==> src/xdata_pkg.sv <==
package xdata_pkg;

   // data path sizes
   localparam int DATA_W      = 32;
   localparam int N_MEM       = 2;
   localparam int N_MEM_W     = 1;
   localparam int MEM_ADDR_W  = 6;
   localparam int MEM_DEPTH   = 2 ** MEM_ADDR_W;
   localparam int HOST_ADDR_W = 1 + N_MEM_W + MEM_ADDR_W;
   localparam int N_ALU       = 2;

   // data bus sources, codes 6 and 7 read as zero
   localparam int N_SRC     = 6;
   localparam int SRC_W     = 3;
   localparam int SRC_MEM0A = 0;
   localparam int SRC_MEM0B = 1;
   localparam int SRC_MEM1A = 2;
   localparam int SRC_MEM1B = 3;
   localparam int SRC_ALU0  = 4;
   localparam int SRC_ALU1  = 5;

   // memory port config fields, low end first
   localparam int MEMP_CONF_BITS = 31;
   localparam int MP_ITER_W      = 7;
   localparam int MP_DELAY_W     = 3;
   localparam int MP_START_LSB   = 0;
   localparam int MP_STRIDE_LSB  = MP_START_LSB + MEM_ADDR_W;
   localparam int MP_ITER_LSB    = MP_STRIDE_LSB + MEM_ADDR_W;
   localparam int MP_DELAY_LSB   = MP_ITER_LSB + MP_ITER_W;
   localparam int MP_WE_BIT      = MP_DELAY_LSB + MP_DELAY_W;
   localparam int MP_WSRC_LSB    = MP_WE_BIT + 1;

   // alu config fields
   localparam int ALU_OP_W      = 3;
   localparam int ALU_OP_LSB    = 0;
   localparam int ALU_SRCA_LSB  = ALU_OP_LSB + ALU_OP_W;
   localparam int ALU_SRCB_LSB  = ALU_SRCA_LSB + SRC_W;
   localparam int ALU_CONF_BITS = ALU_OP_W + 2 * SRC_W;

   // full config vector: four memory ports, then the alus
   localparam int CONF_BITS      = 4 * MEMP_CONF_BITS + 2 * ALU_CONF_BITS;
   localparam int CONF_MEM0A_OFF = 0;
   localparam int CONF_MEM0B_OFF = CONF_MEM0A_OFF + MEMP_CONF_BITS;
   localparam int CONF_MEM1A_OFF = CONF_MEM0B_OFF + MEMP_CONF_BITS;
   localparam int CONF_MEM1B_OFF = CONF_MEM1A_OFF + MEMP_CONF_BITS;
   localparam int CONF_ALU0_OFF  = CONF_MEM1B_OFF + MEMP_CONF_BITS;
   localparam int CONF_ALU1_OFF  = CONF_ALU0_OFF + ALU_CONF_BITS;

   // control region register map
   localparam int CTRL_REG_IDX   = 0;
   localparam int CONF_MEM0A_IDX = 1;
   localparam int CONF_MEM0B_IDX = 2;
   localparam int CONF_MEM1A_IDX = 3;
   localparam int CONF_MEM1B_IDX = 4;
   localparam int CONF_ALU0_IDX  = 5;
   localparam int CONF_ALU1_IDX  = 6;

   typedef enum logic [ALU_OP_W-1:0] {
      ADD, SUB, AND, OR, XOR, MAX, MIN, PASSA
   } alu_op_e;

   typedef enum logic [1:0] {
      IDLE, WAIT, RUN, DONE
   } addr_gen_state_e;

   // pick one word off the data bus by source code
   function automatic logic [DATA_W-1:0] bus_select(
      input logic [N_SRC*DATA_W-1:0] bus,
      input logic [SRC_W-1:0]        src
   );
      logic [DATA_W-1:0] word;
      word = '0;
      if (src < N_SRC)
         word = bus[src*DATA_W +: DATA_W];
      return word;
   endfunction

endpackage

==> src/xconf_regs.sv <==
`timescale 1ns/1ps

module xconf_regs
   import xdata_pkg::*;
(
   input  logic                   rst,
   input  logic                   clk,
   input  logic                   valid,
   input  logic                   we,
   input  logic [HOST_ADDR_W-1:0] addr,
   input  logic [DATA_W-1:0]      rdata,
   output logic [CONF_BITS-1:0]   conf
);

   logic                      conf_wr;
   logic [HOST_ADDR_W-2:0]    reg_idx;
   logic [MEMP_CONF_BITS-1:0] mp_word;
   logic [ALU_CONF_BITS-1:0]  alu_word;

   // control region writes only
   assign conf_wr  = valid & we & addr[HOST_ADDR_W-1];
   assign reg_idx  = addr[HOST_ADDR_W-2:0];
   assign mp_word  = rdata[MEMP_CONF_BITS-1:0];
   assign alu_word = rdata[ALU_CONF_BITS-1:0];

   always_ff @(posedge rst or posedge clk) begin
      if (clk) begin
         conf <= '0;
      end else if (conf_wr) begin
         case (reg_idx)
            CONF_MEM0A_IDX: conf[CONF_MEM0A_OFF +: MEMP_CONF_BITS] <= mp_word;
            CONF_MEM0B_IDX: conf[CONF_MEM0B_OFF +: MEMP_CONF_BITS] <= mp_word;
            CONF_MEM1A_IDX: conf[CONF_MEM1A_OFF +: MEMP_CONF_BITS] <= mp_word;
            CONF_MEM1B_IDX: conf[CONF_MEM1B_OFF +: MEMP_CONF_BITS] <= mp_word;
            CONF_ALU0_IDX:  conf[CONF_ALU0_OFF +: ALU_CONF_BITS] <= alu_word;
            CONF_ALU1_IDX:  conf[CONF_ALU1_OFF +: ALU_CONF_BITS] <= alu_word;
            // index 0 is the run control, handled in the engine
            default: ;
         endcase
      end
   end

endmodule

==> config.mk <==
export PLATFORM = sky130hd
export DESIGN_NAME = xconf_regs
export DESIGN_NICKNAME = d
export VERILOG_FILES = /design/src/xdata_pkg.sv /design/src/xconf_regs.sv
export SDC_FILE = /design/constraint.sdc
export NUM_CORES = 1
export LEC_CHECK = 0
export BUFFER_PORTS_ARGS = -buffer_cell sky130_fd_sc_hd__buf_2
export CELL_PAD_IN_SITES_DETAIL_PLACEMENT = 2
export CELL_PAD_IN_SITES_GLOBAL_PLACEMENT = 2
export CORE_MARGIN = 2
export CORE_UTILIZATION = 37
export DETAILED_ROUTE_END_ITERATION = 16
export PLACE_DENSITY = 0.86
export SYNTH_ARGS = -nofsm -noshare
export SYNTH_HDL_FRONTEND = slang
export SYNTH_SLANG_ARGS = --single-unit
export TNS_END_PERCENT = 30
==> constraint.sdc <==
create_clock -name rst -period 7.75 [get_ports rst]
set_input_delay 1.1625 -clock rst [delete_from_list [all_inputs] [get_ports rst]]
set_output_delay 1.1625 -clock rst [all_outputs]
set_load 0.01 [all_outputs]
Word-level counts from Yosys, hierarchy flattened
Cells that the tools add are included.
{"block": "totals", "ff_bits": 142, "input_bits": 44, "word_cells": 20}
{"block": "classes", "n_eq_ne": 6, "bitwise": 2, "n_reduce_logical": 6}
{"operator": "== test 7 x 3 -> 1 bit, second input constant", "count": 3}
{"operator": "== test 7 x 2 -> 1 bit, second input constant", "count": 2}
{"operator": "AND reduction 2 bit", "count": 6}
{"operator": "== test 7 x 1 -> 1 bit, second input constant", "count": 1}
{"operator": "bitwise AND 1 bit", "count": 2}

Logic depth before layout (Yosys ltp)
{"block": "depth", "word_depth": 3, "depth_mapped": 4}

Worst setup path before layout
OpenSTA, ideal clock, no wires.
{"block": "synth_path", "kind": "input -> register", "startpoint": "input port addr[3]", "endpoint": "register conf[32]", "setup_ps": 125, "t_arrival_ps": 2445, "t_required_ps": 7625, "setup_slack_ps": 5180, "stages": 4, "n_path_buf": 1, "cell_sequence": "or3b_4 -> nor4_4 -> buf_6 -> mux2_2"}
{"block": "synth_between", "elab_chain_len": 2}
{"element": "start: declaration", "line_no": "xconf_regs.sv:10", "rtl": "input logic [HOST_ADDR_W-1:0] addr,"}
{"element": "== test 7 x 2 -> 1 bit", "line_no": "xconf_regs.sv:30", "rtl": "case (reg_idx)"}
{"element": "AND reduction 2 bit (no line)"}
{"element": "end signal: indexed assignment", "line_no": "xconf_regs.sv:31", "rtl": "CONF_MEM0A_IDX: conf[CONF_MEM0A_OFF +: MEMP_CONF_BITS] <= mp_word;"}
{"element": "end signal: indexed assignment", "line_no": "xconf_regs.sv:32", "rtl": "CONF_MEM0B_IDX: conf[CONF_MEM0B_OFF +: MEMP_CONF_BITS] <= mp_word;"}
{"element": "end signal: indexed assignment", "line_no": "xconf_regs.sv:33", "rtl": "CONF_MEM1A_IDX: conf[CONF_MEM1A_OFF +: MEMP_CONF_BITS] <= mp_word;"}
{"element": "end: declaration", "line_no": "xconf_regs.sv:12", "rtl": "output logic [CONF_BITS-1:0] conf"}
No other way between the ends.
A chain may end at the register's enable or synchronous reset.

Worst setup path in the final report
{"block": "layout_path", "startpoint": "input port addr[4]", "endpoint": "register conf[110]"}
{"block": "layout_between", "elab_chain_len": 2}
{"element": "== test 7 x 3 -> 1 bit", "line_no": "xconf_regs.sv:30"}
{"element": "AND reduction 2 bit (no line)"}
No other way between the ends.

==> summary.md <==
| Metric | Value |
|---|---|
| Worst setup path startpoint | `addr[4]` |
| Antenna Cells | `0` |
| RSZ-0062 raised after global routing | `no` |
| Vias in the first global route | `4073` |
| Critical path class | `primary input to flip-flop` |
| Port-buffer cells | `roughly 180` |
| Routed len/inst | `21.4 µm` |
| TritonCTS Buffers | `17` |
| Syn Area/Cell | `17.4 µm²` |
| Die width | `125 µm` |
| Vias | `3462` |
| Slew @ Worst Pin | `1.10 ns` |
| P_leak | `4.14 nW` |
| Die area | `around 16000 µm²` |
| Initial DRC Count | `82` |
| Clk_skew | `0 ns` |
| Startpoint types | `primary input` |
| Fin Setup TNS | `0 ns` |
| Final setup vio count | `0` |
| Most frequent cells in the layout | `184 x buf_2, 142 x dfrtp_1, 136 x mux2_2` |
| Worst Setup End Kind | `flip-flop` |
| Total gr overflow | `0` |
| Power, Total | `1.79 mW` |
| Hold_ws | `0.487 ns` |
| Yosys reg bits | `142` |
| Critical path data arrival time | `3.48 ns` |
| Worst vdd ir | `between 0.1 and 0.15 mV` |
| Synth top area cells | `dfrtp_1 66%, mux2_2 28%, buf_6 1.2%` |
| H-tree Lvls | `4` |
| RR Endpoint | `conf[44]$_DFFE_PP0P_` |
| FP Rows | `44` |
| IO Pins | `186` |
| DP HPWL | `10300 µm` |
| # hold bufs at CTS | `0` |
| Top FF cell, synth | `dfrtp_1` |
| # fillers | `1389` |
| Async SR Flop Fraction | `100%` |
| Yosys warnings | `0` |
| RePlAce Congestion | `0.715` |
| CTS resizes | `0` |
| Clock buffer depth | `2` |
| First-pass GRT wire length | `approximately 24000 µm` |
| Min cycle time layout | `between 3 and 4 ns` |
| Syn Inst Count | `311` |
| Nets@finish | `551` |
| Final core utilization | `between 40 and 50%` |
| Most common cell after layout, fill and taps aside | `buf_2` |
| WP data required | `8.04 ns` |
| Setup repair bufs after CTS | `0` |
| Die Ht | `125 µm` |
| Residual DRC | `0` |
| Top cell type's share of synthesized area | `65.6%` |
| Fraction of layout cells with a size suffix above 1 | `70.0%` |
| Max Fclk | `314 MHz` |
| Synth Cell Area | `5420 µm²` |
| Final WL | `approximately 15000 µm` |
| Period utilisation layout | `41.1%` |
| Register area share after synthesis | `between 60% and 70%` |
| Syn nets | `355` |
| R2R cell count | `1` |
| EDFF count, synth | `0` |
| PD cells | `249 nW/µm²` |
| Relative slew slack | `26.3%` |
| Initial antenna violation count | `0` |
| CTS tree | `built` |
| Max FFs per register | `142` |
| Layout area overhead | `32.6%` |
| DP Worst Slack | `~4.1 ns` |
| Largest net degree at the start of global routing | `83` |
| Total Routing Usage GR | `between 20% and 30%` |
| Placeable Area | `roughly 14000 µm²` |
| Final WS setup | `4.57 ns` |
| Most flop-heavy register | `conf` |
| Largest regs | `conf x142` |
| Status | `finished, final reports clean` |
| Routed Antenna Nets | `0` |
| DRT Pass-1 Iters | `4` |
| Reg2reg setup slack | `about 7 ns` |
| Area leader, netlist | `dfrtp_1` |
| Max_cap viols | `0` |
| Critical Path End | `conf[110]$_DFFE_PP0P_` |
| Final Max Slew Viols | `0` |
| Worst r2r src | `conf[44]$_DFFE_PP0P_` |
| Unique masters post-synth | `16` |
| Reg clk slew, reported paths | `0.06 ns` |
| Via density | `between 4 and 5` |
| Clock Latency Late Sink | `0.41 ns` |
| Clk sinks | `~140` |
| Hold Crit Class | `flip-flop to flip-flop` |
| Fin. Hold Viols | `0` |
| CTS Root Cell | `clkbuf_16` |
| Crit-path max FO | `18` |
| Initial Utilization | `a little under two fifths` |
[worst max-delay path, cell delays in order]
cell	delay [ns]
buf_2	0.11
nand4bb_2	0.36
nor4_4	1.00
buf_4	0.44
mux2_2	0.39
[worst min-delay path by stage]
stage                           from               endpoint  depth (start not counted)
2_1_floorplan  conf[123]$_DFFE_PP0P_  conf[123]$_DFFE_PP0P_                          1
3_3_place_gp    conf[60]$_DFFE_PP0P_   conf[60]$_DFFE_PP0P_                          1
3_5_place_dp    conf[85]$_DFFE_PP0P_   conf[85]$_DFFE_PP0P_                          1
4_1_cts         conf[85]$_DFFE_PP0P_   conf[85]$_DFFE_PP0P_                          1
5_1_grt         conf[85]$_DFFE_PP0P_   conf[85]$_DFFE_PP0P_                          1
6_report        conf[60]$_DFFE_PP0P_   conf[60]$_DFFE_PP0P_                          1
[power breakdown]
part	internal [mW]	switching, mW
combinational	0.0380	0.0553
clock	0.611	0.309
sequential	0.762	0.0108
[Yosys cell counts (2+ instances only)]
master,count
buf_6,6
mux2_1,6
nand2b_1,2
mux2_2,136
buf_2,6
and4bb_2,2
dfrtp_1,142
nor4_4,3
[layout make-up]
cell class / instances / area, µm² / share of cell area [%]
Timing Repair Buffer: 189 / 958 / 13.3
Clock inverter: 11 / 213 / 2.96
Tap cell: 184 / 230 / 3.21
Sequential cell: 142 / 3550 / 49.5
Inverter: 1 / 8.76 / 0.122
Clock buffer: 21 / 450 / 6.27
Multi-Input combinational cell: 156 / 1770 / 24.6
[cell families after synthesis]
family | Yosys count | synth area share [%]
buffers and inverters | 13 | 1.87
flip-flops | 142 | 65.6
multiplexers | 142 | 29.5
AND/OR/NAND/NOR | 14 | 3.05
[per-layer routing]
| layer | GRT usage, % | share of wire (%) | vias up |
|---|---|---|---|
| li1 | - | - | 1513 |
| met1 | 23.9 | 40 | 1801 |
| met2 | 33.9 | 51 | 134 |
| met3 | 8.34 | 8.4 | 14 |
| met4 | 5.62 | 1.1 | 0 |
| met5 | 0 | 0 | - |
[per-stage QoR]
| stage | instances | area (µm²) |
|---|---|---|
| after floorplan | 311 | 5420 |
| after global placement | 672 | 6520 |
| after detailed placement | 672 | 6520 |
| after CTS | 704 | 7180 |
| after global routing | 704 | 7180 |
| final | 704 | 7180 |
No activity file was read; power rests on OpenSTA's default activity.
